**config.mk**
```make
export PLATFORM = sky130hd
export DESIGN_NAME = perf_counters
export DESIGN_NICKNAME = d
export VERILOG_FILES = /design/src/hdl/core_pkg.sv /design/src/hdl/perf_counters.sv
export SDC_FILE = /design/constraint.sdc
export NUM_CORES = 1
export LEC_CHECK = 0
export BUFFER_PORTS_ARGS = -buffer_cell sky130_fd_sc_hd__buf_2
export CAP_MARGIN = 20
export CORE_ASPECT_RATIO = 1.2
export CORE_MARGIN = 2
export CORE_UTILIZATION = 40
export CTS_BUF_LIST = sky130_fd_sc_hd__clkbuf_8
export CTS_CLUSTER_DIAMETER = 150
export DETAILED_ROUTE_END_ITERATION = 6
export GPL_ROUTABILITY_DRIVEN = 0
export GPL_TIMING_DRIVEN = 1
export HOLD_SLACK_MARGIN = 0.06
export PLACE_DENSITY = 0.75
export SYNTH_ARGS = -nofsm -noshare
export SYNTH_HDL_FRONTEND = slang
export SYNTH_SLANG_ARGS = --single-unit
```
**constraint.sdc**
```tcl
create_clock -name clk -period 2.15 [get_ports clk]
set_input_delay 0.3225 -clock clk [delete_from_list [all_inputs] [get_ports clk]]
set_output_delay 0.3225 -clock clk [all_outputs]
set_load 0.1 [all_outputs]
```
**src/hdl/core_pkg.sv**
```systemverilog
package core_pkg;

  //////////////////////////////
  // widths
  //////////////////////////////

  typedef logic [31:0] word_t;
  typedef logic [31:0] addr_t;
  typedef logic [4:0]  reg_idx_t;
  typedef logic [6:0]  opcode_t;
  typedef logic [11:0] apb_addr_t;

  typedef enum logic [1:0] {
    ALU_ADD,
    ALU_SUB,
    ALU_PASS_IMM
  } alu_op_t;

  // operand immediate: I-type for ADDI, U-type for LUI
  typedef enum logic {
    IMM_I,
    IMM_U
  } imm_kind_t;

  typedef enum logic [1:0] {
    ST_IDLE,
    ST_FETCH,
    ST_EXECUTE,
    ST_HALTED
  } core_state_t;

  //////////////////////////////
  // instruction encodings
  //////////////////////////////

  localparam opcode_t OPC_OP_IMM = 7'b0010011;
  localparam opcode_t OPC_OP     = 7'b0110011;
  localparam opcode_t OPC_LUI    = 7'b0110111;
  localparam opcode_t OPC_BRANCH = 7'b1100011;
  localparam opcode_t OPC_SYSTEM = 7'b1110011;

  localparam logic [2:0] F3_ADD = 3'b000;
  localparam logic [2:0] F3_BEQ = 3'b000;
  localparam logic [2:0] F3_BNE = 3'b001;
  localparam logic [6:0] F7_ADD = 7'b0000000;
  localparam logic [6:0] F7_SUB = 7'b0100000;

  // funct12 of the SYSTEM group
  localparam logic [11:0] SYS_ECALL  = 12'h000;
  localparam logic [11:0] SYS_EBREAK = 12'h001;
  localparam logic [11:0] SYS_MRET   = 12'h302;

  //////////////////////////////
  // APB register map
  //////////////////////////////

  localparam apb_addr_t REG_CTRL      = 12'h000;
  localparam apb_addr_t REG_STATUS    = 12'h004;
  localparam apb_addr_t REG_MTVEC     = 12'h008;
  localparam apb_addr_t REG_CYCLES    = 12'h00C;
  localparam apb_addr_t REG_INSTRET   = 12'h010;
  localparam apb_addr_t REG_PC        = 12'h014;
  localparam apb_addr_t REG_GPR_BASE  = 12'h080;
  localparam apb_addr_t REG_IMEM_BASE = 12'h400;

  localparam int CTRL_START_BIT = 0;
  localparam int CTRL_STOP_BIT  = 1;

endpackage

```
**src/hdl/perf_counters.sv**
```systemverilog
`timescale 1ns/1ps

module perf_counters import core_pkg::*; (
  input  logic  clk,
  input  logic  rst,
  input  logic  start,
  input  logic  running,
  input  logic  instr_done,
  output word_t cycles,
  output word_t instret
);

  always_ff @(posedge clk) begin
    if (rst) begin
      cycles  <= '0;
      instret <= '0;
    end else if (start) begin
      cycles  <= '0;
      instret <= '0;
    end else if (running) begin
      cycles <= cycles + 32'd1;
      // one retire per execute cycle
      if (instr_done) begin
        instret <= instret + 32'd1;
      end
    end
  end

endmodule

```
==> run_results.csv, run 1 <==
group,metric,value,unit
timing,setup_viol,0,
layout,n_antenna_cell,0,
clocking,cts_setup_buffers,0,
floorplan,core,7270,um2
synthesis,seq_area_frac_synth,42.5,%
layout,stdcell_area,3750,um2
pwr,power_density,601,nW/um2
synthesis,ys.flop_type,"dfxtp_1",
route,drt_iter0_drc,96,
min_path,worstHoldPathCells,3,
clocking,tritoncts,"built",
grt,grt_pass1_wl,12700,um
timing,hold_violations,0,
clocking,ctsResizeCount,0,
setup_path,timing.rr.start,"cycles[13]",
synthesis,synth_cell_types,34,
grt,grt_usage,18.7,%
synthesis,netlist_top_cells_area,"dfxtp_1, or4_1, a21oi_1",
route,routedWlPerCell,14.8,um
layout,finalNonFillerCells,515,
synthesis,synth_largest_area_cell,"dfxtp_1",
synthesis,mappedNetlistNets,361,
floorplan,io_pins,69,
route,dr.pass1.iters,4,
clocking,cts_buffer_depth,2,
floorplan,die_y,99.1,um
timing,finClkSkew,0.00819,ns
run,cap_violations,0,
status,status,"finished clean",
grt,overflow,0,
timing,max_clock_freq,0.500,GHz
clocking,cts-root-buf,"clkbuf_8",
setup_path,end_kind,"flop",
timing,slew_headroom,62.2,%
setup_path,reg2reg_slack,0.15,ns
place,hpwl,5470,um
place,portBuffers,68,
place,post-place-ws,0.173,ns
grt,grt_antenna_before_repair,0,
floorplan,num_rows,34,
timing,worst_hold_slack,0.293,ns
clocking,clk_pin_slew_worst_paths,0.08,ns
timing,fin_ws,0.151,ns
route,drc_errors,0,
clocking,hold_buffers,0,
place,place_area,3560,um2
layout,area_growth,24.4,%
grt,grt_max_degree,53,
synthesis,yosysWarningCount,0,
floorplan,die_area,8250,um2
synthesis,synth_seq_cells,64,
timing,tightestPinTransition,0.567,ns
pwr,ir_worst_vdd,0.000389,V
synthesis,async_reset_ff_share,0,%
clocking,h-tree-depth,3,
timing,final.min_clock_period,2.00,ns
synthesis,syn-instance-count,354,
route,vias_per_cell,5.78,
timing,rsz0062_at_grt,"false",
place,dp_cells,499,
setup_path,required,2.42,ns
pwr,p_leak,1.36,nW
route,drt_wl_total,7620,um
synthesis,syn_area,3020,um2
layout,drive_gt1_share,35.5,%
clocking,clock-sinks,64,
setup_path,cp_max_fo,11,
timing,slew_violations,0,
synthesis,avgSynthCellArea,8.52,um2
min_path,hold_class,"input port to flop",
floorplan,start_util,41.5,%
route,ant_nets,0,
layout,fillCellCount,687,
setup_path,ff2ff_path_depth,4,
timing,period_share,93.0,%
layout,nets,427,
setup_path,worstSetupStartpoint,"cycles[13]",
clocking,cts-buffers-inserted,9,
synthesis,synth_top_area_share,42.5,%
setup_path,arrival,2.27,ns
synthesis,synthTopCellsByCount,"dfxtp_1, a21oi_1, or4_1",
setup_path,cp-start-kind,"flop",
min_path,min-delay-start,"instr_done",
layout,fin_util,51.6,%
synthesis,synth-edff-count,0,
grt,grt_pass1_vias,2698,
clocking,clock_latency,0.33,ns
synthesis,yosysMostFrequentCell,"dfxtp_1",
route,vias,2979,
floorplan,die_x,83.3,um
setup_path,crit_type,"flop to flop",
==> power by group <==
part           internal, mW  switching, mW  total, mW
combinational        0.0135         0.0477     0.0613
clock                 0.537          0.491       1.03
sequential             1.16        0.00333       1.17
==> worst paths after layout <==
check                     to
setup / recovery  cycles[29]
hold / removal    instret[1]
setup reg to reg  cycles[29]
hold reg to reg   instret[1]
==> through the flow <==
stage                     setup TNS [ns]  power (mW)
final                                  0        2.26
after global routing                   0        2.35
after CTS                              0        2.28
after detailed placement               0        1.25
after global placement                 0        1.25
after floorplan                  -0.0120        1.24
==> sequential cells by signal (all words and copies together) (netlist names) <==
name and flops:
cycles 32, instret 32
==> cell type report <==
class,count,area (um2),share of cell area (%)
inverters,9,33.8,0.901
clock inverters,7,71.3,1.90
well taps,90,113,3.00
repair buffers,75,393,10.5
flip-flops and latches,64,1390,37.1
multi-input cells,261,1630,43.4
clock buffers,9,124,3.30
==> placed cells by master (no fill, tap or decap), types with 3 or more instances in the layout <==
cell type   n
a21oi_1    37
and4_1     12
buf_2      68
buf_4       7
clkbuf_8    9
clkinv_2    3
dfxtp_1    15
dfxtp_2    30
dfxtp_4    19
inv_1       9
mux2i_1     4
nand2_1    27
nand3_1    21
nand4_1    16
nor2_1     23
nor3_1      4
o21ai_0    12
o31ai_1    23
or2_2       3
or3_1      12
or4_1      28
xnor2_1     9
xor2_1     11
==> layer usage <==
metal	up-vias	track usage [%]	part of all wire, %
li1	1470	-	-
met1	1428	22.7	44
met2	75	32.3	51
met3	6	5.06	4.1
met4	0	5.80	1.2
met5	-	0	0
==> logic make-up (layout without fill, tap and decap cells) <==
| logic type | Yosys count | in the layout | synth area share (%) |
|---|---|---|---|
| AND/OR/NAND/NOR | 159 | 159 | 30.7 |
| AO/OA/AOI/OAI | 76 | 76 | 14.9 |
| flip-flops | 64 | 64 | 42.5 |
| buffers and inverters | 29 | 100 | 3.98 |
| XOR/XNOR | 20 | 20 | 5.81 |
| multiplexers | 4 | 4 | 1.33 |
| adder cells (fa/ha/maj) | 2 | 2 | 0.830 |
==> worst max-delay path, stage by stage (launching register included) <==
cell and delay [ns]:
dfxtp_4 0.37, nand4_1 0.17, or4_1 0.71, or4_1 0.52
a21oi_1 0.15
(Power assumes the default switching activity.)
==> run 2, diff against run 1 <==
--- a/config.mk
+++ b/config.mk
@@ -9,14 +9,14 @@
 export CAP_MARGIN = 20
 export CORE_ASPECT_RATIO = 1.2
 export CORE_MARGIN = 2
-export CORE_UTILIZATION = 40
+export CORE_UTILIZATION = 50
 export CTS_BUF_LIST = sky130_fd_sc_hd__clkbuf_8
 export CTS_CLUSTER_DIAMETER = 150
 export DETAILED_ROUTE_END_ITERATION = 6
 export GPL_ROUTABILITY_DRIVEN = 0
 export GPL_TIMING_DRIVEN = 1
 export HOLD_SLACK_MARGIN = 0.06
-export PLACE_DENSITY = 0.75
+export PLACE_DENSITY = 0.88
 export SYNTH_ARGS = -nofsm -noshare
 export SYNTH_HDL_FRONTEND = slang
 export SYNTH_SLANG_ARGS = --single-unit
==> run_results.csv, run 2 (synthesis gave the netlist of run 1 again) <==
group,metric,value,unit
timing,setup_tns,0,ns
setup_path,end_kind,"flop",
timing,period_share,93.6,%
place,hpwl,5110,um
clocking,clk_pin_slew_worst_paths,0.07,ns
setup_path,timing.rr.start,"cycles[7]",
timing,final.min_clock_period,2.01,ns
timing,setup_viol,0,
timing,rsz0062_at_grt,"false",
setup_path,crit_chain,"nand4_2 -> or4_1 -> or4_1 -> a21oi_1",
min_path,worstHoldPathCells,3,
pwr,ir_worst_vdd,0.000362,V
setup_path,path_buf_inv,0,
route,drt_iter0_drc,109,
clocking,tritoncts,"built",
min_path,min-delay-start,"instr_done",
setup_path,arrival,2.27,ns
clocking,cts_buffer_depth,2,
route,routedWlPerCell,14.4,um
setup_path,crit_top_cell,"or4_1",
pwr,power_density,559,nW/um2
floorplan,die_x,74.9,um
grt,overflow,0,
route,vias_per_cell,5.80,
layout,area_growth,22.9,%
layout,fillCellCount,524,
setup_path,slowest_delay,0.73,ns
run,cap_violations,0,
route,vias,2947,
floorplan,die_y,89.1,um
grt,grt_antenna_before_repair,0,
setup_path,reg2reg_slack,0.14,ns
clocking,h-tree-depth,3,
floorplan,io_pins,69,
layout,layout_commonest_cell,"buf_2",
status,status,"finished clean",
route,dr.pass1.iters,5,
timing,slew_headroom,66.2,%
setup_path,cp_max_fo,11,
setup_path,cp_top_family,"simple AND/OR/NAND/NOR gates",
timing,worst_hold_slack,0.290,ns
pwr,power,2.07,mW
grt,grt_max_degree,38,
setup_path,crit_type,"flop to flop",
clocking,cts_setup_buffers,0,
route,ant_nets,0,
setup_path,ff2ff_path_depth,4,
place,portBuffers,68,
route,drt_wl_total,7320,um
grt,grt_pass1_wl,11800,um
grt,grt_usage,22.5,%
setup_path,reg2reg_to,"cycles[29]",
setup_path,required,2.41,ns
clocking,clock_latency,0.34,ns
layout,final_cell_mix,"buf_2, a21oi_1, dfxtp_2, or4_1, nand2_1",
clocking,clock-sinks,64,
min_path,whs_endpoint,"instret[1]",
pwr,p_leak,1.35,nW
layout,fin_util,62.4,%
floorplan,num_rows,31,
route,drc_errors,0,
floorplan,die_area,6670,um2
clocking,cts-buffers-inserted,9,
layout,drive_gt1_share,34.5,%
min_path,hold_class,"input port to flop",
clocking,ctsResizeCount,0,
grt,grt_pass1_vias,2617,
timing,tightestPinTransition,0.510,ns
timing,slew_violations,0,
layout,reg_top3,"cycles x32, instret x32",
layout,nets,428,
clocking,cts-root-buf,"clkbuf_8",
timing,max_clock_freq,0.497,GHz
clocking,hold_buffers,0,
layout,n_antenna_cell,0,
floorplan,core,5930,um2
floorplan,start_util,50.8,%
timing,hold_violations,0,
setup_path,cp-start-kind,"flop",
setup_path,cp_slowest_cell,"or4_1",
timing,finClkSkew,0.00988,ns
run 2: cell count changes in the layout (fill, tap and decap cells not counted), sizes merged:
| cell | previous run | this run |
|---|---|---|
| clkinv | 5 | 7 |
| buf | 75 | 76 |
| bufinv | 1 | 0 |
| inv | 10 | 9 |
run 2: layout make-up:
| type | instances | area (um2) | share of cell area (%) |
|---|---|---|---|
| Clock buffer | 9 | 124 | 3.34 |
| Clock inverter | 7 | 28.8 | 0.777 |
| Inverter | 9 | 33.8 | 0.912 |
| Multi-Input combinational cell | 261 | 1630 | 43.9 |
| Sequential cell | 64 | 1390 | 37.5 |
| Tap cell | 82 | 103 | 2.77 |
| Timing Repair Buffer | 76 | 400 | 10.8 |
run 2: power breakdown:
| part | internal [mW] | total [mW] | switching (mW) | leakage (nW) |
|---|---|---|---|---|
| sequential | 1.16 | 1.17 | 0.00313 | 0.546 |
| clock | 0.394 | 0.845 | 0.451 | 0.0804 |
| combinational | 0.0135 | 0.0603 | 0.0469 | 0.719 |
| total | 1.57 | 2.07 | 0.501 | 1.35 |
run 2: metal layers:
metal | GRT usage (%) | wire [um]
met5 | 0 | 0
met4 | 8.44 | 93
met3 | 6.20 | 335
met2 | 38.0 | 3670
met1 | 27.0 | 3220
run 2: stage by stage:
step | setup slack, ns | cells | instance area [um2]
final | 0.138 | 508 | 3710
after global routing | 0.0192 | 508 | 3710
after CTS | 0.140 | 508 | 3710
after detailed placement | 0.171 | 492 | 3550
after global placement | 0.230 | 492 | 3550
after floorplan | -0.0120 | 354 | 3140
run 2: worst max path at each step:
stage / startpoint / to / slack [ns] / depth (start not counted)
floorplan: cycles[10] / cycles[18] / -0.01 / 5
finish: cycles[7] / cycles[29] / 0.14 / 4
global route: cycles[13] / cycles[27] / 0.02 / 4
detailed placement: cycles[7] / cycles[29] / 0.17 / 4
global placement: running / cycles[19] / 0.23 / 5
CTS: cycles[7] / cycles[29] / 0.14 / 4
run 2: worst reg2reg max path, delay by kind of cell, from the launching register on:
family	cells	cell delay [ns]
AOI/OAI and AO/OA	1	0.16
DFF	1	0.38
and+or+nand+nor	3	1.41
==> run 3, diff against run 2 <==
--- a/config.mk
+++ b/config.mk
@@ -8,7 +8,6 @@
 export BUFFER_PORTS_ARGS = -buffer_cell sky130_fd_sc_hd__buf_2
 export CAP_MARGIN = 20
 export CORE_ASPECT_RATIO = 1.2
-export CORE_MARGIN = 2
 export CORE_UTILIZATION = 50
 export CTS_BUF_LIST = sky130_fd_sc_hd__clkbuf_8
 export CTS_CLUSTER_DIAMETER = 150
==> run_results.csv, run 3 (synthesis gave the netlist of run 1 again) <==
group,metric,value,unit
status,status,"finished clean",
route,drt_wl_total,7260,um
floorplan,core,5740,um2
setup_path,reg2reg_slack,0.14,ns
grt,grt_pass1_vias,2633,
layout,drive_gt1_share,34.4,%
floorplan,die_y,87.1,um
place,place_area,3540,um2
setup_path,reg2reg_to,"cycles[29]",
timing,finClkSkew,0.00792,ns
place,hpwl,5230,um
grt,grt_max_degree,38,
clocking,clock_latency,0.34,ns
layout,fillCellCount,483,
timing,slew_headroom,66.2,%
grt,grt_pass1_wl,12100,um
setup_path,cp_top_family,"simple AND/OR/NAND/NOR gates",
layout,reg_top3,"cycles x32, instret x32",
setup_path,path_buf_inv,0,
pwr,ir_worst_vdd,0.000431,V
setup_path,worstSetupStartpoint,"cycles[7]",
clocking,clock-sinks,64,
pwr,p_leak,1.35,nW
layout,area_growth,23.3,%
setup_path,arrival,2.27,ns
min_path,hold_class,"input port to flop",
route,ant_nets,0,
min_path,worstHoldPathCells,3,
layout,final_cell_mix,"buf_2, a21oi_1, dfxtp_2, or4_1, nand2_1",
run,cap_violations,0,
timing,slew_violations,0,
setup_path,cp_max_fo,11,
clocking,tritoncts,"built",
floorplan,io_pins,69,
timing,setup_viol,0,
setup_path,crit_type,"flop to flop",
floorplan,start_util,52.5,%
clocking,hold_buffers,0,
setup_path,end_kind,"flop",
setup_path,ff2ff_path_depth,4,
place,portBuffers,68,
layout,stdcell_area,3720,um2
floorplan,die_x,72.9,um
layout,layout_commonest_cell,"buf_2",
pwr,power,2.19,mW
timing,worst_hold_slack,0.279,ns
route,vias_per_cell,5.82,
route,dr.pass1.iters,5,
timing,period_share,93.3,%
route,drc_errors,0,
clocking,clk_pin_slew_worst_paths,0.07,ns
timing,hold_violations,0,
grt,overflow,0,
layout,n_antenna_cell,0,
route,vias,2934,
setup_path,required,2.41,ns
pwr,power_density,588,nW/um2
setup_path,crit_chain,"nand4_2 -> or4_1 -> or4_1 -> a21oi_1",
timing,rsz0062_at_grt,"false",
timing,final.min_clock_period,2.01,ns
layout,nets,426,
place,post-place-ws,0.142,ns
clocking,h-tree-depth,3,
floorplan,num_rows,30,
setup_path,crit_path_end,"cycles[29]",
timing,fin_ws,0.143,ns
clocking,cts-root-buf,"clkbuf_8",
timing,max_clock_freq,0.498,GHz
grt,grt_usage,24.3,%
setup_path,cp-start-kind,"flop",
grt,grt_antenna_before_repair,0,
clocking,cts_buffer_depth,2,
timing,tightestPinTransition,0.511,ns
layout,fin_util,64.7,%
route,drt_iter0_drc,170,
setup_path,timing.rr.start,"cycles[7]",
setup_path,slowest_delay,0.72,ns
setup_path,cp_slowest_cell,"or4_1",
clocking,cts-buffers-inserted,9,
floorplan,die_area,6350,um2
route,routedWlPerCell,14.4,um
setup_path,crit_top_cell,"or4_1",
setup_path,cp.depth,4,
==> run 3: area by class of cell <==
| type | instances | area (um2) | area share (%) |
|---|---|---|---|
| sequential | 64 | 1390 | 37.4 |
| inverter | 9 | 33.8 | 0.909 |
| timing repair buffer | 74 | 385 | 10.4 |
| clock inverter | 7 | 55.1 | 1.48 |
| multi-input combinational | 261 | 1630 | 43.8 |
| clock buffer | 9 | 124 | 3.33 |
| tap | 80 | 100 | 2.69 |
==> run 3: per-layer routing <==
layer / up-vias / GRT usage [%] / part of all wire [%]
met1: 1368 / 29.9 / 44
met3: 11 / 7.18 / 5.5
met5: - / 0 / 0
li1: 1471 / - / -
met4: 0 / 8.91 / 1.2
met2: 84 / 40.1 / 49
==> run 3: report_power, final <==
group,internal [mW],total [mW],switching [mW]
Sequential,1.16,1.17,0.00339
Combinational,0.0123,0.0581,0.0458
Clock,0.515,0.960,0.445
==> run 3: worst min-delay path, delay by kind of cell <==
kind	cells	cell delay, ns
buf+inv	1	0.12
simple gates	1	0.08
compound gates	1	0.05
==> run 3: what timing repair did <==
item / 4_1_cts / 5_1_grt
endpoints found under the setup margin: 0 / 1
gates resized for setup: 0 / 1
setup buffers: 0 / 0
==> run 3: worst min-delay path by stage <==
stage	start	endpoint	slack, ns
floorplan	instr_done	instret[1]	0.48
CTS	instr_done	instret[1]	0.27
finish	instr_done	instret[1]	0.28
global route	instr_done	instret[1]	0.29
global placement	instret[31]	instret[31]	0.46
detailed placement	instret[31]	instret[31]	0.46
==> run 3: stage by stage <==
step,cells,setup TNS [ns]
2_1_floorplan,354,-0.0120
3_3_place_gp,488,0
3_5_place_dp,488,0
4_1_cts,504,0
5_1_grt,504,0
6_report,504,0
